$ cat config.mk
export PLATFORM = sky130hd
export DESIGN_NAME = uart_tx_top
export DESIGN_NICKNAME = d
export VERILOG_FILES = /design/src/uart_line_pkg.sv /design/src/uart_reg_pkg.sv /design/src/tx_fifo.sv /design/src/uart_tx_regs.sv /design/src/uart_tx_serializer.sv /design/src/uart_tx_top.sv
export SDC_FILE = /design/constraint.sdc
export NUM_CORES = 1
export LEC_CHECK = 0
export ABC_AREA = 1
export BUFFER_PORTS_ARGS = -buffer_cell sky130_fd_sc_hd__buf_2
export CORE_AREA = 2 2 96 144
export DETAILED_ROUTE_END_ITERATION = 12
export DIE_AREA = 0 0 98 146
export PLACE_DENSITY = 0.72
export RECOVER_POWER = 25
export SLEW_MARGIN = 20
export SYNTH_ARGS = -nofsm -noshare
export SYNTH_HDL_FRONTEND = slang
export SYNTH_HIERARCHICAL = 1
export SYNTH_SLANG_ARGS = --single-unit
$ cat constraint.sdc
create_clock -name clk -period 3.57 [get_ports clk]
set_clock_uncertainty 0.05 [all_clocks]
set_input_delay 0.5355 -clock clk [delete_from_list [all_inputs] [get_ports clk]]
set_output_delay 0.5355 -clock clk [all_outputs]
set_load 0.005 [all_outputs]
$ cat src/uart_line_pkg.sv
package uart_line_pkg;

   // Frame format fields, latched by the serializer per byte
   typedef struct packed {
      logic parity_en;   // Add a parity bit after data
      logic parity_odd;  // Odd parity when set, even otherwise
      logic two_stop;    // Two stop bits when set
   } line_ctrl_t;

   // FIFO fill flags, all derived from the word count
   typedef struct packed {
      logic full;          // Count equals depth
      logic almost_full;   // Count above upper threshold
      logic almost_empty;  // Count below lower threshold
      logic empty;         // No words stored
   } fifo_status_t;

endpackage

$ cat src/uart_reg_pkg.sv
package uart_reg_pkg;

   // Register map of the transmit block
   typedef enum logic [1:0] {
      ADDR_DIV  = 2'd0,  // Bit period in clock cycles
      ADDR_LINE = 2'd1,  // Line control fields
      ADDR_EN   = 2'd2   // Transmit enable in bit 0
   } reg_addr_e;

   // Line control padded out to a full config word
   typedef struct packed {
      logic [12:0]              pad;
      uart_line_pkg::line_ctrl_t line;
   } cfg_line_t;

   // One config word, read as divisor or as line control
   typedef union packed {
      logic [15:0] div;  // ADDR_DIV and ADDR_EN view
      cfg_line_t   ln;   // ADDR_LINE view
   } cfg_word_u;

   // Host config write, lands when en is high at a clock edge
   typedef struct packed {
      logic      en;
      reg_addr_e addr;
      cfg_word_u data;
   } cfg_wr_t;

endpackage

$ cat src/tx_fifo.sv
`timescale 1ns/100ps

module tx_fifo #(
   parameter int DATA_W = 8,  // Word width
   parameter int DEPTH  = 8,  // Number of words, power of two
   parameter int UPP_TH = 4,  // Almost-full above this count
   parameter int LOW_TH = 2   // Almost-empty below this count
) (
   input  logic                        clk,
   input  logic                        rst,
   input  logic                        wr_en,
   input  logic [DATA_W-1:0]           wr_data,
   input  logic                        rd_en,
   output logic [DATA_W-1:0]           rd_data,
   output uart_line_pkg::fifo_status_t status
);

   localparam int PTR_W = $clog2(DEPTH);
   localparam int CNT_W = PTR_W + 1;

   logic [DATA_W-1:0] mem [DEPTH];  // Storage array
   logic [PTR_W-1:0]  wr_ptr;
   logic [PTR_W-1:0]  rd_ptr;
   logic [CNT_W-1:0]  count;        // One bit wider to reach DEPTH
   logic              wr_ok;
   logic              rd_ok;

   assign wr_ok = wr_en & ~status.full;   // Pushes into a full FIFO are lost
   assign rd_ok = rd_en & ~status.empty;

   always_ff @(posedge clk) begin
      if (wr_ok) begin
         mem[wr_ptr] <= wr_data;
      end
   end

   always_ff @(posedge clk) begin
      if (rst) begin
         wr_ptr <= '0;
         rd_ptr <= '0;
         count  <= '0;
      end else begin
         if (wr_ok) begin
            if (wr_ptr == PTR_W'(DEPTH - 1)) begin
               wr_ptr <= '0;   // Wrap
            end else begin
               wr_ptr <= wr_ptr + 1'b1;
            end
         end
         if (rd_ok) begin
            if (rd_ptr == PTR_W'(DEPTH - 1)) begin
               rd_ptr <= '0;
            end else begin
               rd_ptr <= rd_ptr + 1'b1;
            end
         end
         if (wr_ok && !rd_ok) begin
            count <= count + 1'b1;
         end else if (!wr_ok && rd_ok) begin
            count <= count - 1'b1;
         end
      end
   end

   assign status.full         = (count == CNT_W'(DEPTH));
   assign status.empty        = (count == '0);
   assign status.almost_full  = (count > CNT_W'(UPP_TH));
   assign status.almost_empty = (count < CNT_W'(LOW_TH));

   assign rd_data = mem[rd_ptr];  // Head word, valid while not empty

   a_count_bound: assert property (@(posedge clk) disable iff (rst)
      count <= CNT_W'(DEPTH));

   // The reader must only ask for a word that is there
   a_no_read_empty: assert property (@(posedge clk) disable iff (rst)
      rd_en |-> !status.empty);

endmodule

$ cat src/uart_tx_regs.sv
`timescale 1ns/100ps

module uart_tx_regs #(
   parameter int DIV_RESET = 4  // Divisor after reset
) (
   input  logic                      clk,
   input  logic                      rst,
   input  uart_reg_pkg::cfg_wr_t     cfg,
   output logic [15:0]               divisor,
   output uart_line_pkg::line_ctrl_t line,
   output logic                      tx_en
);

   import uart_reg_pkg::*;

   always_ff @(posedge clk) begin
      if (rst) begin
         divisor <= 16'(DIV_RESET);
         line    <= '0;
         tx_en   <= 1'b0;
      end else if (cfg.en) begin
         case (cfg.addr)
            ADDR_DIV: begin
               if (cfg.data.div != '0) begin
                  divisor <= cfg.data.div;  // Zero would stall the bit timer
               end
            end
            ADDR_LINE: line  <= cfg.data.ln.line;
            ADDR_EN:   tx_en <= cfg.data.div[0];
            default: ;  // Unmapped address
         endcase
      end
   end

   a_div_nonzero: assert property (@(posedge clk) disable iff (rst)
      divisor != '0);

endmodule

$ cat src/uart_tx_serializer.sv
`timescale 1ns/100ps

module uart_tx_serializer (
   input  logic                      clk,
   input  logic                      rst,
   input  logic [15:0]               divisor,
   input  uart_line_pkg::line_ctrl_t line,
   input  logic                      tx_en,
   input  logic                      fifo_empty,
   input  logic [7:0]                fifo_data,
   output logic                      pop,
   output logic                      txd,
   output logic                      busy
);

   import uart_line_pkg::*;

   typedef enum logic [2:0] {
      S_IDLE,
      S_START,
      S_DATA,
      S_PARITY,
      S_STOP
   } state_e;

   state_e     state;
   logic [15:0] cnt;       // Cycles left in the current bit
   logic [2:0]  bit_idx;   // Data bit index, stop bit index in S_STOP
   logic [7:0]  shift;     // Remaining data bits, LSB goes next
   logic        par;       // Running parity of sent data bits
   logic [15:0] div_q;     // Divisor held for the whole frame
   line_ctrl_t  line_q;    // Line fields held for the whole frame
   logic        bit_done;

   assign pop      = (state == S_IDLE) & tx_en & ~fifo_empty;
   assign busy     = (state != S_IDLE);
   assign bit_done = (cnt == '0);

   always_ff @(posedge clk) begin
      if (rst) begin
         state <= S_IDLE;
         txd   <= 1'b1;  // Line idles high
      end else begin
         case (state)
            S_IDLE: begin
               if (pop) begin
                  txd   <= 1'b0;  // Start bit
                  state <= S_START;
               end
            end
            S_START: begin
               if (bit_done) begin
                  txd   <= shift[0];
                  state <= S_DATA;
               end
            end
            S_DATA: begin
               if (bit_done) begin
                  if (bit_idx != 3'd7) begin
                     txd <= shift[0];
                  end else if (line_q.parity_en) begin
                     txd   <= par;
                     state <= S_PARITY;
                  end else begin
                     txd   <= 1'b1;
                     state <= S_STOP;
                  end
               end
            end
            S_PARITY: begin
               if (bit_done) begin
                  txd   <= 1'b1;
                  state <= S_STOP;
               end
            end
            S_STOP: begin
               if (bit_done && !(line_q.two_stop && bit_idx == 3'd0)) begin
                  state <= S_IDLE;  // txd already high
               end
            end
            default: state <= S_IDLE;
         endcase
      end
   end

   // Datapath registers, loaded at pop and advanced at bit ends
   always_ff @(posedge clk) begin
      if (pop) begin
         shift  <= fifo_data;
         div_q  <= divisor;
         line_q <= line;
         par    <= line.parity_odd;  // Odd parity starts inverted
         cnt    <= divisor - 1'b1;
      end else if (state != S_IDLE) begin
         if (bit_done) begin
            cnt <= div_q - 1'b1;
            case (state)
               S_START: begin
                  par     <= par ^ shift[0];
                  shift   <= shift >> 1;
                  bit_idx <= '0;
               end
               S_DATA: begin
                  if (bit_idx != 3'd7) begin
                     par     <= par ^ shift[0];
                     shift   <= shift >> 1;
                     bit_idx <= bit_idx + 1'b1;
                  end else begin
                     bit_idx <= '0;  // Reused to count stop bits
                  end
               end
               S_PARITY: bit_idx <= '0;
               S_STOP:   bit_idx <= bit_idx + 1'b1;
               default: ;
            endcase
         end else begin
            cnt <= cnt - 1'b1;
         end
      end
   end

   // A pop starts a frame only from idle with data present
   a_pop_legal: assert property (@(posedge clk) disable iff (rst)
      pop |-> (!busy && !fifo_empty) ##1 busy);

endmodule

$ cat src/uart_tx_top.sv
`timescale 1ns/100ps

module uart_tx_top #(
   parameter int DATA_W    = 8,  // FIFO word width
   parameter int DEPTH     = 8,  // FIFO depth
   parameter int UPP_TH    = 4,  // Almost-full threshold
   parameter int LOW_TH    = 2,  // Almost-empty threshold
   parameter int DIV_RESET = 4   // Bit period after reset
) (
   input  logic                        clk,
   input  logic                        rst,
   input  uart_reg_pkg::cfg_wr_t       cfg,
   input  logic                        push,
   input  logic [DATA_W-1:0]           push_data,
   output logic                        txd,
   output logic                        busy,
   output uart_line_pkg::fifo_status_t status
);

   import uart_line_pkg::*;

   logic [15:0]       divisor;
   line_ctrl_t        line;
   logic              tx_en;
   logic              pop;
   logic [DATA_W-1:0] fifo_rd_data;

   uart_tx_regs #(
      .DIV_RESET (DIV_RESET)
   ) i_regs (
      .clk     (clk),
      .rst     (rst),
      .cfg     (cfg),
      .divisor (divisor),
      .line    (line),
      .tx_en   (tx_en)
   );

   tx_fifo #(
      .DATA_W (DATA_W),
      .DEPTH  (DEPTH),
      .UPP_TH (UPP_TH),
      .LOW_TH (LOW_TH)
   ) i_fifo (
      .clk     (clk),
      .rst     (rst),
      .wr_en   (push),
      .wr_data (push_data),
      .rd_en   (pop),
      .rd_data (fifo_rd_data),
      .status  (status)
   );

   uart_tx_serializer i_ser (
      .clk        (clk),
      .rst        (rst),
      .divisor    (divisor),
      .line       (line),
      .tx_en      (tx_en),
      .fifo_empty (status.empty),
      .fifo_data  (fifo_rd_data),
      .pop        (pop),
      .txd        (txd),
      .busy       (busy)
   );

endmodule

## After elaboration in Yosys (flattened, before gate mapping)

Memory sizes are Yosys's and may differ from the RTL's. A register that Yosys moved wholly into a read port is not among the register bits.
Cells that the tools add are included.

- $add $sub $neg: 8
- $lt $le $gt $ge: 2
- Eq/ne operators: 17
- Muxes and demuxes: 38
- Bitwise operators: 8
- Reductions and logical operators: 28

Operators by type and width:

| cell | number |
|---|---|
| $mux W16 | 3 |
| $sub A16 B1 Y16 const B | 3 |
| $mux W3 | 12 |
| $mux W8 | 4 |
| $logic_not A16 Y1 | 1 |
| $pmux W8 S2 | 1 |
| $reduce_bool A16 Y1 | 1 |
| $pmux W3 S5 | 1 |
| $mux W1 | 12 |
| $add A3 B1 Y3 const B | 3 |
| $eq A3 B3 Y1 const B | 3 |
| $pmux W3 S3 | 1 |
| $reduce_bool A3 Y1 | 3 |
| $mux W4 | 2 |
| $ne A2 B1 Y1 const B | 4 |
| $reduce_and A4 Y1 | 2 |
| $eq A3 B2 Y1 const B | 2 |
| $logic_not A3 Y1 | 2 |
| $reduce_and A6 Y1 | 1 |
| $reduce_bool A2 Y1 | 3 |
| $reduce_and A5 Y1 | 1 |
| $add A4 B1 Y4 const B | 1 |
| $and A1 B1 Y1 | 4 |
| $eq A4 B4 Y1 const B | 1 |
| 21 further kinds | 30 |

- Register bits after elaboration: 80
- Memory bits (writable): 64
- Input bits: 30
- Output and inout bits: 6
- Memories: 1

Memory list:

| name | words | width | rd ports | clocked after memory_dff | write ports | RTL line | RTL |
|---|---|---|---|---|---|---|---|
| i_fifo.mem | 8 | 8 | 1 | 1 | 1 | tx_fifo.sv:21 | `logic [DATA_W-1:0] mem [DEPTH];` |

## Longest topological paths before layout

Gate-level depths: netlist of the first run.

- Word-level depth: 7
- Mapped depth: 18

## Hierarchy

Netlist of the first run, hierarchy kept.

Modules (own cells, without submodules):

| module | times used | cells each | area each (um2) | sequential area each (um2) |
|---|---|---|---|---|
| tx_fifo | 1 | 312 | 3,303.2 | 2,182.1 |
| uart_tx_serializer | 1 | 303 | 2,741.4 | 1,461.4 |
| uart_tx_regs | 1 | 140 | 1,011.0 | 400.4 |

## Worst setup path before layout of the first run

Ideal clock, no wire load.

- Path kind: reg2reg
- Start: reg i_fifo.count[1]
- End: reg i_fifo.count[3]
- Library setup time: 109 ps
- Arrival: 2,911 ps
- Data required time: 3,411 ps
- Setup slack: 500 ps
- Cell stages (with the launch flop): 17
- Buffers on the path: 1
- Clock period less this slack: 3,070 ps
- Cell sequence: dfxtp_1 -> nor2_2 -> nand2_1 -> inv_1 -> nor2_1 -> nand2_2 -> buf_2 -> clkinv_1 -> nand2_1 -> ha_1 -> inv_1 -> ha_1 -> or2_2 -> nand3_1 -> nand3_1 -> nand2_1 -> inv_1

RTL lines:

| item | RTL line | RTL |
|---|---|---|
| start, declared | tx_fifo.sv:24 | `logic [CNT_W-1:0] count;` |
| start signal, assigned | tx_fifo.sv:58 | `count <= count + 1'b1;` |
| start signal, assigned | tx_fifo.sv:60 | `count <= count - 1'b1;` |

## Worst setup path after layout of the first run

- Start: reg i_fifo.count[1]
- End: reg i_ser.cnt[10], data pin

- Word-level cells in the longest chain between the ends: 4

Ends and longest elaborated chain:

| item | RTL line | RTL |
|---|---|---|
| $logic_not A4 Y1 | tx_fifo.sv:66 | `assign status.empty = (count == '0);` |
| $not A1 Y1 | uart_tx_serializer.sv:35 | `assign pop = (state == S_IDLE) & tx_en & ~fifo_empty;` |
| $and A1 B1 Y1 | uart_tx_serializer.sv:35 |  |
| $mux W16 | uart_tx_serializer.sv:88 | `if (pop) begin` |
| end signal, assigned | uart_tx_serializer.sv:93 | `cnt <= divisor - 1'b1;` |
| end signal, assigned | uart_tx_serializer.sv:96 | `cnt <= div_q - 1'b1;` |
| end signal, assigned | uart_tx_serializer.sv:117 | `cnt <= cnt - 1'b1;` |
| end, declared | uart_tx_serializer.sv:27 | `logic [15:0] cnt;` |

No other way between the ends.
A chain may end at the register's enable or synchronous reset.

==> reports/summary.log, run 1 <==
INFO  power_and_ir_drop clock_power_share=0.344
INFO  timing         final.setup.worst_slack=0.820ns
INFO  global_route   grt_start_max_net_pins=33
INFO  logic_synthesis syn-instance-count=755
INFO  routing        post-route-drc-count=0
INFO  critical_path  critical_path.max_fanout=23
INFO  clock_network  clock_tree.buffer_depth=2
INFO  timing         final_period_minus_worst_setup_slack=2.75ns
INFO  final_layout   nNetsFinal=832
INFO  floorplan      fp-row-count=51
INFO  timing         hold_viol=0
INFO  worst_hold_path hold_class=primary input to flop
INFO  critical_path  critPathArrivalTime=2.85ns
INFO  final_layout   area.growth.synth_to_final=11.1%
INFO  clock_network  clkLatencyLatePin=0.41ns
INFO  logic_synthesis synth_top_cell_area_share=0.468
INFO  floorplan      die-width=98um
INFO  logic_synthesis cell_type_with_the_largest_total_area_after_synthesis=sky130_fd_sc_hd__edfxtp_1
INFO  routing        route.top_layer_used=met4
INFO  critical_path  cp_data_required_time=3.67ns
INFO  timing         tns=0ns
INFO  floorplan      io-pin-count=36
INFO  global_route   grt_pass1_wl=23.1mm
INFO  final_layout   antenna_diode_count=0
INFO  timing         finalCritPeriodShare=0.770
INFO  global_route   globalRouteOverflowTotal=0
INFO  clock_network  cts-buffers-inserted=17
INFO  routing        routed-via-count=5059
INFO  power_and_ir_drop static-leakage-power=0.00320uW
INFO  floorplan      placeableCoreArea=0.0130mm2
INFO  logic_synthesis synthMostInstantiatedCell=sky130_fd_sc_hd__nand2_1
INFO  logic_synthesis synthDistinctLibCells=37
INFO  routing        drt-vias-per-instance=5.26
INFO  power_and_ir_drop netSwitchingPower=1520uW
INFO  logic_synthesis synthArstFlopShare=0
INFO  placement      post_dp_cell_area=0.00727mm2
INFO  logic_synthesis synth_seq_area_share=0.573
INFO  clock_network  cts_root_buf=sky130_fd_sc_hd__clkbuf_16
INFO  critical_path  start_kind=flop
INFO  power_and_ir_drop p_int=3490uW
INFO  routing        detail_route.first_pass.iterations=5
INFO  timing         timing.max_slew.rel_slack=0.489
INFO  floorplan      floorplan.die_area=0.0143mm2
INFO  logic_synthesis cell_types_with_the_largest_area_share_after_synthesis=sky130_fd_sc_hd__edfxtp_1 47%, sky130_fd_sc_hd__dfxtp_1 10%, sky130_fd_sc_hd__nand2_1 7.9%, sky130_fd_sc_hd__nor2_1 7.7%, sky130_fd_sc_hd__inv_1 3.5%
INFO  timing         report.final.slew_viol_count=0
INFO  floorplan      floorplan.die.height=146um
INFO  floorplan      start_util=0.545
INFO  global_route   initial_antenna_violation_count=0
INFO  global_route   grtUsageTotal=0.202
INFO  placement      port-buffer-count=35
INFO  timing         hold_ws=0.377ns
INFO  critical_path  worstSetupPathType=flop to flop
INFO  logic_synthesis synth-seq-cells=147
INFO  logic_synthesis synth.yosys.warnings=6
INFO  logic_synthesis synthesized_area_per_cell=9.35um2
INFO  power_and_ir_drop power.sequential.fraction=0.441
INFO  run            cap_viol_max_count=0
INFO  logic_synthesis edff_count_synth=110
INFO  clock_network  tritoncts_num_sinks=147
INFO  timing         setup-violations-final=0
INFO  clock_network  cts_resized=0
INFO  power_and_ir_drop power_density=640mW/mm2
INFO  logic_synthesis mapped_nets=797
INFO  placement      placement.setup.worst_slack=0.828ns
INFO  clock_network  cts.hold.buffers_added=0
INFO  routing        met2_routed_length=7.83mm
INFO  critical_path  critical_path.endpoint_type=flop
INFO  run_status     run_status=complete, no violations
INFO  routing        avgRoutedWirePerCell=14.4um
INFO  placement      hpwl=9.77mm
INFO  timing         achievable_frequency=364MHz
INFO  logic_synthesis post_synth_instance_area=0.00706mm2
INFO  clock_network  htreeDepth=4
INFO  logic_synthesis postSynth.topFlopCell=sky130_fd_sc_hd__edfxtp_1
INFO  clock_network  clkTransAtPathRegs=0.06ns
INFO  power_and_ir_drop vdd.ir_drop.worst=0.373mV
INFO  power_and_ir_drop netSwitchingFraction=0.304
INFO  final_layout   layout-drive-gt1-share=0.143
INFO  routing        first_drt_iteration_drcs=225
INFO  routing        total_routed_length=13.9mm
INFO  clock_network  cts_tree=yes
INFO  timing         rsz0062_at_grt=no
INFO  power_and_ir_drop power.share.combinational=0.216
INFO  final_layout   post-route-cell-area=0.00784mm2
INFO  logic_synthesis yosys-top-cells-count=148 x sky130_fd_sc_hd__nand2_1, 144 x sky130_fd_sc_hd__nor2_1, 110 x sky130_fd_sc_hd__edfxtp_1
INFO  placement      gpl.final_weighted_congestion=0.824
INFO  routing        antenna_violating_nets_post_route=0
INFO  routing        drt-met1-wl=5.36mm
INFO  timing         worst-slew-pin-transition=0.766ns
INFO  clock_network  post_cts_buffers=0
INFO  routing        met3RoutedLength=487um
INFO  power_and_ir_drop total_power=5010uW
INFO  global_route   via_count_of_the_first_global_routing_pass=5085
cell type report:
cell class              count  area, um2
repair buffers             40        203
clock inverters            15        155
well taps                 159        199
inverters                  70        265
clock buffers              17        425
multi-input cells         514       2540
fillers                  1038       5120
flip-flops and latches    147       4040
per-stage QoR:
step                      instances  utilization
after floorplan                 755            -
after global placement          930        0.561
after detailed placement        930        0.561
after CTS                       962        0.606
after global routing            962        0.605
final                           962        0.605
state kept, by name, indices dropped and copies added (netlist names), named ones only:
name,flops
i_ser/txd,1
i_regs/divisor,16
i_regs/tx_en,1
i_ser/par,1
i_fifo/count,4
i_fifo/rd_ptr,3
i_ser/div_q,16
i_fifo/wr_ptr,3
i_ser/line_q,2
i_ser/state,3
i_ser/bit_idx,3
i_ser/shift,8
i_ser/cnt,16
i_fifo/mem,64
i_regs/line,3
power by group through the flow:
stage	clock network (uW)	logic (uW)	registers (uW)
finish	1720	1080	2210
global route	1830	1230	2220
CTS	1750	1090	2200
detailed placement	0	1070	2240
global placement	0	1040	2230
floorplan	0	833	2200
placed cells by master, fill, tap and decap left out, types with 5 or more instances in the layout:
| master | instances |
|---|---|
| sky130_fd_sc_hd__clkbuf_16 | 17 |
| sky130_fd_sc_hd__a21oi_1 | 28 |
| sky130_fd_sc_hd__nand3_2 | 12 |
| sky130_fd_sc_hd__nor2_2 | 16 |
| sky130_fd_sc_hd__nand3b_1 | 8 |
| sky130_fd_sc_hd__edfxtp_1 | 110 |
| sky130_fd_sc_hd__or2_1 | 9 |
| sky130_fd_sc_hd__buf_2 | 27 |
| sky130_fd_sc_hd__ha_1 | 11 |
| sky130_fd_sc_hd__nand3_1 | 42 |
| sky130_fd_sc_hd__nand2_2 | 13 |
| sky130_fd_sc_hd__inv_6 | 5 |
| sky130_fd_sc_hd__o21ai_1 | 32 |
| sky130_fd_sc_hd__nand2_1 | 148 |
| sky130_fd_sc_hd__xor2_1 | 7 |
| sky130_fd_sc_hd__dfxtp_1 | 37 |
| sky130_fd_sc_hd__buf_4 | 5 |
| sky130_fd_sc_hd__nor2_1 | 144 |
| sky130_fd_sc_hd__inv_1 | 65 |
| sky130_fd_sc_hd__o21ai_0 | 17 |
| sky130_fd_sc_hd__clkbuf_1 | 8 |
cells by family after synthesis:
| kind of cell | share of synthesized area |
|---|---|
| buffers and inverters | 0.0661 |
| XOR/XNOR | 0.0137 |
| AND/OR/NAND/NOR | 0.266 |
| flip-flops | 0.573 |
| adder cells (fa/ha/maj) | 0.0223 |
| AO/OA/AOI/OAI | 0.0589 |
final timing paths:
| path | start | end | cells past startpoint | slack [ns] |
|---|---|---|---|---|
| setup / recovery | i_fifo/count[1] | i_ser/cnt[10] | 12 | 0.82 |
| hold / removal | push | i_fifo/wr_ptr[0] | 3 | 0.38 |
| setup reg to reg | i_fifo/count[1] | i_ser/cnt[10] | 12 | 0.82 |
| hold reg to reg | i_regs/line[2] | i_ser/line_q[2] | 0 | 0.38 |
routing by layer:
metal / track usage / vias up
li1: - / 2543
met1: 0.211 / 2382
met2: 0.386 / 115
met3: 0.0375 / 19
met4: 0.0910 / 0
met5: 0 / -
worst max-delay path: stages, from the launching register on:
cell                      delay (ns)
sky130_fd_sc_hd__dfxtp_1        0.45
sky130_fd_sc_hd__nor2_2         0.09
sky130_fd_sc_hd__nand2_1        0.08
sky130_fd_sc_hd__inv_1          0.05
sky130_fd_sc_hd__nor2_1         0.18
sky130_fd_sc_hd__nand2_2        0.29
sky130_fd_sc_hd__buf_4          0.31
sky130_fd_sc_hd__or2_2          0.28
sky130_fd_sc_hd__nand2_1        0.16
sky130_fd_sc_hd__nand3_2        0.18
sky130_fd_sc_hd__nor2_4         0.16
sky130_fd_sc_hd__nand2_1        0.08
sky130_fd_sc_hd__xor2_1         0.15
No activity file was read; power rests on OpenSTA's default activity.
==> inputs of run 2 (changes only) <==
--- a/config.mk
+++ b/config.mk
@@ -10,7 +10,7 @@
 export CORE_AREA = 2 2 96 144
 export DETAILED_ROUTE_END_ITERATION = 12
 export DIE_AREA = 0 0 98 146
-export PLACE_DENSITY = 0.72
+export PLACE_DENSITY = 0.74
 export RECOVER_POWER = 25
 export SLEW_MARGIN = 20
 export SYNTH_ARGS = -nofsm -noshare
==> constraint.sdc (replaced) <==
create_clock -name clk -period 2.2 [get_ports clk]
set_clock_uncertainty 0.05 [all_clocks]
set_input_delay 0.33 -clock clk [delete_from_list [all_inputs] [get_ports clk]]
set_output_delay 0.33 -clock clk [all_outputs]
set_load 0.005 [all_outputs]
==> run 2 against run 1 <==
Utilization grew 3.7 points. Global-route usage increased by 0.26 points. Combinational power up 100%. Largest power group unchanged. Critical path depth increased by 3. Via count is 2.4% higher. First-iteration DRC count shrank 17%. Non-clock buffer count is 34 higher. Fmax rose by 29%. Clock-buffer cell count grew 2.
==> reports/summary.log, run 2 (synthesized netlist as in run 1, its figures left out) <==
INFO  global_route   grt_pass1_wl=23.2mm
INFO  floorplan      start_util=0.545
INFO  placement      dp.cells=960
INFO  global_route   grt_start_max_net_pins=34
INFO  timing         achievable_frequency=469MHz
INFO  global_route   grt_util_met2=0.405
INFO  floorplan      die-width=98um
INFO  global_route   globalRouteOverflowTotal=0
INFO  routing        post-route-drc-count=0
INFO  floorplan      floorplan.die_area=0.0143mm2
INFO  final_layout   largest_reg_flops=64
INFO  timing         final_period_minus_worst_setup_slack=2.13ns
INFO  clock_network  clock_tree.buffer_depth=2
INFO  final_layout   final_common_cell=sky130_fd_sc_hd__nand2_1
INFO  final_layout   registers.top_by_ff_count=i_fifo/mem
INFO  timing         setup-violations-final=0
INFO  final_layout   post_layout_nonfiller_instances=995
INFO  floorplan      placeableCoreArea=0.0130mm2
INFO  global_route   initial_antenna_violation_count=0
INFO  final_layout   layout.cells.most_common_list=140 x sky130_fd_sc_hd__nand2_1, 138 x sky130_fd_sc_hd__nor2_1, 110 x sky130_fd_sc_hd__edfxtp_1
INFO  run_status     run_status=complete, no violations
INFO  worst_hold_path hold_class=primary input to flop
INFO  clock_network  clkTransAtPathRegs=0.06ns
INFO  routing        first_drt_iteration_drcs=187
INFO  timing         worst-slew-pin-transition=0.554ns
INFO  placement      port-buffer-count=35
INFO  clock_network  cts_root_buf=sky130_fd_sc_hd__clkbuf_16
INFO  final_layout   nNetsFinal=866
INFO  critical_path  cp_data_required_time=2.45ns
INFO  floorplan      io-pin-count=36
INFO  routing        detail_route.first_pass.iterations=5
INFO  final_layout   post-route-cell-area=0.00832mm2
INFO  power_and_ir_drop p_int=6120uW
INFO  timing         finalCritPeriodShare=0.969
INFO  routing        drt-vias-per-instance=5.21
INFO  clock_network  cts_tree=yes
INFO  placement      gpl.final_weighted_congestion=0.898
INFO  critical_path  cell_type_of_the_slowest_stage_on_the_worst_timing_path=sky130_fd_sc_hd__dfxtp_2
INFO  placement      placement.setup.worst_slack=-0.0204ns
INFO  final_layout   layout-drive-gt1-share=0.206
INFO  global_route   via_count_of_the_first_global_routing_pass=5234
INFO  floorplan      floorplan.die.height=146um
INFO  placement      post_dp_cell_area=0.00760mm2
INFO  timing         report.final.slew_viol_count=0
INFO  critical_path  max_incr_delay_on_cp=0.33ns
INFO  clock_network  clkLatencyLatePin=0.41ns
INFO  final_layout   area.growth.synth_to_final=17.9%
INFO  clock_network  cts-buffers-inserted=17
INFO  power_and_ir_drop vdd.ir_drop.worst=0.736mV
INFO  critical_path  worstSetupPathType=flop to flop
INFO  routing        avgRoutedWirePerCell=14.4um
INFO  power_and_ir_drop power.sequential.fraction=0.410
INFO  final_layout   antenna_diode_count=0
INFO  timing         hold_ws=0.159ns
INFO  global_route   globalRoute.busiestLayer=met2
INFO  critical_path  start_kind=flop
INFO  final_layout   area_taken_by_multi_input_logic_gates=0.00266mm2
INFO  power_and_ir_drop power_density=1050mW/mm2
INFO  clock_network  tritoncts_num_sinks=147
INFO  global_route   met1_usage=0.203
INFO  critical_path  critical_path.endpoint_type=flop
INFO  power_and_ir_drop power.share.combinational=0.248
INFO  critical_path  cells_along_the_critical_path=nor2_4 > inv_2 > nor2_4 > nand2_4 > buf_12 > clkinv_8 > nand2_8 > ha_4 > inv_4 > ha_4 > or2_2 > nand3_1 > nand3_1 > nand2_1 > inv_1
INFO  critical_path  critPathArrivalTime=2.38ns
INFO  power_and_ir_drop static-leakage-power=0.00342uW
INFO  clock_network  htreeDepth=4
INFO  timing         timing.max_slew.rel_slack=0.630
INFO  run            cap_viol_max_count=0
INFO  routing        routed-via-count=5182
INFO  timing         final.setup.worst_slack=0.0689ns
INFO  critical_path  critical_path.max_fanout=8
INFO  power_and_ir_drop netSwitchingFraction=0.297
INFO  timing         hold_viol=0
INFO  routing        antenna_violating_nets_post_route=0
INFO  placement      hpwl=10.0mm
INFO  final_layout   layout.area.seq=0.00406mm2
INFO  global_route   use_met3=0.0461
INFO  power_and_ir_drop netSwitchingPower=2580uW
INFO  routing        total_routed_length=14.3mm
INFO  global_route   grtUsageTotal=0.205
INFO  final_layout   num-fill-cells=1032
INFO  power_and_ir_drop clock_power_share=0.342
INFO  floorplan      fp-row-count=51
## run 2: final cells by class
cell class | instances | share of cell area
Sequential cell | 147 | 0.488
Clock buffer | 19 | 0.0520
Multi-Input combinational cell | 514 | 0.320
Clock inverter | 12 | 0.0220
Inverter | 70 | 0.0340
Timing Repair Buffer | 74 | 0.0604
Tap cell | 159 | 0.0239
## run 2: through the flow
step	setup TNS [ns]	utilization	total power [uW]
6_report	0	0.642	8710
5_1_grt	-0.0664	0.642	9150
4_1_cts	0	0.635	8620
3_5_place_dp	-0.0472	0.587	5630
3_3_place_gp	0	0.587	5550
2_1_floorplan	0	-	4980
## run 2: worst max-delay path: cells and delay by family (launching register included)
kind / cells / cell delay (ns)
and+or+nand+nor: 8 / 0.94
buffers and inverters: 5 / 0.36
adders and majority gates: 2 / 0.36
DFF: 1 / 0.33
## run 2: timing repair
action,CTS,global route
hold buffers,0,0
pin swaps,0,6
buffers inserted,0,4
endpoints found under the hold margin,0,0
setup endpoints to repair,7,11
gates resized for setup,1,21
## run 2: worst paths after layout
path,endpoint,cells after the start,slack (ns),start
worst min-delay path,i_fifo/wr_ptr[0],3,0.16,push
worst max register to register,i_fifo/count[3],15,0.07,i_ser/state[0]
worst max-delay path,i_fifo/count[3],15,0.07,i_ser/state[0]
worst min register to register,i_ser/line_q[2],0,0.39,i_regs/line[2]
## run 2: per-layer routing
metal / up-vias / routed length [um] / part of all wire
met4: 0 / 288 / 0.020
li1: 2608 / - / -
met2: 102 / 8280 / 0.58
met3: 23 / 488 / 0.034
met1: 2449 / 5260 / 0.37
met5: - / 0 / 0
## run 2: power by group through the flow
| stage | clock, uW | combinational [uW] | sequential (uW) |
|---|---|---|---|
| finish | 2980 | 2160 | 3570 |
| global route | 3140 | 2420 | 3600 |
| CTS | 3020 | 2050 | 3550 |
| detailed placement | 0 | 2020 | 3610 |
| global placement | 0 | 1950 | 3600 |
| floorplan | 0 | 1400 | 3580 |
==> inputs of run 3 (changes only) <==
--- a/config.mk
+++ b/config.mk
@@ -12,6 +12,7 @@
 export DIE_AREA = 0 0 98 146
 export PLACE_DENSITY = 0.74
 export RECOVER_POWER = 25
+export REMOVE_ABC_BUFFERS = 1
 export SLEW_MARGIN = 20
 export SYNTH_ARGS = -nofsm -noshare
 export SYNTH_HDL_FRONTEND = slang
==> run 3 against run 2 <==
The flow now finishes with violations (negative setup slack). Clock-buffer cell count decreased by 1. Worst setup slack got worse by 0.090 ns. Utilization increased by 1.7 points. Largest power group unchanged.
==> reports/summary.log, run 3 (synthesized netlist as in run 1, its figures left out) <==
INFO  routing        post-route-drc-count=0
INFO  final_layout   layout-drive-gt1-share=0.232
INFO  routing        antenna_violating_nets_post_route=0
INFO  critical_path  cp_data_required_time=2.31ns
INFO  floorplan      start_util=0.545
INFO  power_and_ir_drop power.share.combinational=0.274
INFO  critical_path  critical_path.max_fanout=6
INFO  timing         rsz0062_at_grt=yes
INFO  timing         setup-violations-final=1
INFO  worst_hold_path hold_class=primary input to flop
INFO  final_layout   final_common_cell=sky130_fd_sc_hd__nor2_1
INFO  timing         hold_ws=0.143ns
INFO  power_and_ir_drop p_int=6330uW
INFO  clock_network  cts.hold.buffers_added=0
INFO  final_layout   num-fill-cells=982
INFO  power_and_ir_drop netSwitchingFraction=0.306
INFO  routing        routed-via-count=5399
INFO  routing        detail_route.first_pass.iterations=5
INFO  final_layout   area.growth.synth_to_final=21.1%
INFO  timing         tns=-0.0209ns
INFO  power_and_ir_drop static-leakage-power=0.00355uW
INFO  clock_network  htreeDepth=4
INFO  routing        avgRoutedWirePerCell=15.9um
INFO  timing         worst-slew-pin-transition=0.645ns
INFO  worst_hold_path worstHoldPathCells=3
INFO  timing         report.final.slew_viol_count=0
INFO  power_and_ir_drop total_power=9130uW
INFO  placement      hpwl=10.0mm
INFO  run_status     run_status=complete, but fails checks
INFO  final_layout   post-route-cell-area=0.00854mm2
INFO  timing         achievable_frequency=450MHz
INFO  final_layout   post-route-util=0.659
INFO  clock_network  cts_tree=yes
INFO  floorplan      io-pin-count=36
INFO  routing        drt-vias-per-instance=5.32
INFO  critical_path  reg2reg_slack=-0.02ns
INFO  global_route   via_count_of_the_first_global_routing_pass=5364
INFO  timing         hold_viol=0
INFO  run            cap_viol_max_count=0
INFO  final_layout   antenna_diode_count=0
INFO  worst_hold_path hold_path_end=i_fifo/wr_ptr[0]
INFO  critical_path  max_incr_delay_on_cp=0.33ns
INFO  global_route   globalRouteOverflowTotal=0
INFO  critical_path  critPathArrivalTime=2.33ns
INFO  floorplan      floorplan.die.height=146um
INFO  critical_path  cells_along_the_critical_path=nor2_4 > inv_2 > nor2_4 > nand2_4 > buf_12 > buf_8 > or2_0 > nand2_2 > nand2_4 > nor2_4 > nand2_4 > o21bai_1 > nand2_1
INFO  critical_path  worst_r2r_startpoint=i_ser/state[0]
INFO  critical_path  timing.critical_path.from=i_ser/state[0]
INFO  clock_network  cts_root_buf=sky130_fd_sc_hd__clkbuf_16
INFO  timing         timing.max_slew.rel_slack=0.568
INFO  timing         final_period_minus_worst_setup_slack=2.22ns
INFO  critical_path  rr_endpoint=i_ser/cnt[9]
INFO  placement      gpl.final_weighted_congestion=0.789
INFO  placement      post_dp_cell_area=0.00754mm2
INFO  floorplan      floorplan.die_area=0.0143mm2
INFO  critical_path  crit_buf_inv=3
INFO  critical_path  start_kind=flop
INFO  power_and_ir_drop netSwitchingPower=2790uW
INFO  clock_network  tritoncts_num_sinks=147
INFO  final_layout   layout.cells.most_common_list=139 x sky130_fd_sc_hd__nor2_1, 136 x sky130_fd_sc_hd__nand2_1, 110 x sky130_fd_sc_hd__edfxtp_1
INFO  floorplan      die-width=98um
INFO  placement      port-buffer-count=35
INFO  timing         final.setup.worst_slack=-0.0209ns
INFO  global_route   grtUsageTotal=0.218
INFO  global_route   grt_start_max_net_pins=34
INFO  floorplan      fp-row-count=51
INFO  power_and_ir_drop power.sequential.fraction=0.391
INFO  global_route   grt_pass1_wl=24.7mm
INFO  worst_hold_path hp-start=push
INFO  final_layout   nNetsFinal=885
INFO  routing        first_drt_iteration_drcs=334
INFO  critical_path  worst-r2r-cell-count=13
INFO  timing         finalCritPeriodShare=1.01
INFO  final_layout   registers.top_by_ff_count=i_fifo/mem
INFO  clock_network  clock_tree.buffer_depth=2
INFO  power_and_ir_drop power_density=1070mW/mm2
INFO  routing        total_routed_length=16.2mm
INFO  final_layout   largest_reg_flops=64
INFO  run_status     failed_checks=negative setup slack
INFO  clock_network  clkTransAtPathRegs=0.06ns
INFO  global_route   initial_antenna_violation_count=0
INFO  power_and_ir_drop vdd.ir_drop.worst=0.592mV
INFO  critical_path  critical_path.endpoint_type=flop
INFO  critical_path  worstSetupPathType=flop to flop
INFO  critical_path  cell_family_contributing_the_most_delay_on_the_critical_path=simple AND/OR/NAND/NOR gates
INFO  critical_path  cell_type_of_the_slowest_stage_on_the_worst_timing_path=sky130_fd_sc_hd__dfxtp_2
INFO  clock_network  cts-buffers-inserted=17
INFO  power_and_ir_drop clock_power_share=0.335
INFO  floorplan      placeableCoreArea=0.0130mm2
INFO  clock_network  clkLatencyLatePin=0.42ns
-- run 3: power groups by stage --
stage / logic, uW / clock network, uW / registers [uW]
after global routing: 2720 / 3220 / 3590
after global placement: 1950 / 0 / 3580
after detailed placement: 2020 / 0 / 3590
after CTS: 2090 / 3090 / 3540
after floorplan: 1310 / 0 / 3580
final: 2500 / 3060 / 3570
-- run 3: through the flow --
stage	cells	setup slack (ns)
floorplan	731	-1.08
global placement	965	0.0115
detailed placement	965	-0.0616
CTS	1000	0.000919
global route	1015	-0.0932
finish	1015	-0.0209
-- run 3: cell type report --
class	count	area (um2)	area share
inverters	70	270	0.0316
clock inverters	14	203	0.0237
well taps	159	199	0.0233
repair buffers	92	674	0.0790
flip-flops and latches	147	4050	0.474
multi-input cells	515	2720	0.318
clock buffers	18	429	0.0502
-- run 3: worst max path at each step --
stage                      endpoint  depth (start not counted)
global route           i_ser/cnt[9]                         15
detailed placement  i_fifo/count[3]                         15
floorplan           i_fifo/count[3]                         15
finish                 i_ser/cnt[9]                         13
CTS                    i_ser/cnt[9]                         13
global placement      i_ser/cnt[10]                         13
-- run 3: per-layer routing --
layer | GRT usage | up-vias | wire (um) | part of all wire
met1 | 0.236 | 2554 | 5960 | 0.37
met3 | 0.0504 | 38 | 717 | 0.044
met4 | 0.0764 | 0 | 446 | 0.028
met2 | 0.409 | 159 | 9060 | 0.56
li1 | - | 2648 | - | -
met5 | 0 | - | 0 | 0
-- run 3: worst min-delay path: stages --
cell and delay (ns):
sky130_fd_sc_hd__buf_2 0.11, sky130_fd_sc_hd__nand3_1 0.07, sky130_fd_sc_hd__a21oi_1 0.06
-- run 3: repair_timing --
item	4_1_cts	5_1_grt
buffers inserted	3	13
gates cloned	0	2
endpoints found under the setup margin	9	17
endpoints found under the hold margin	0	0
pin swaps	6	28
resized for setup	13	49
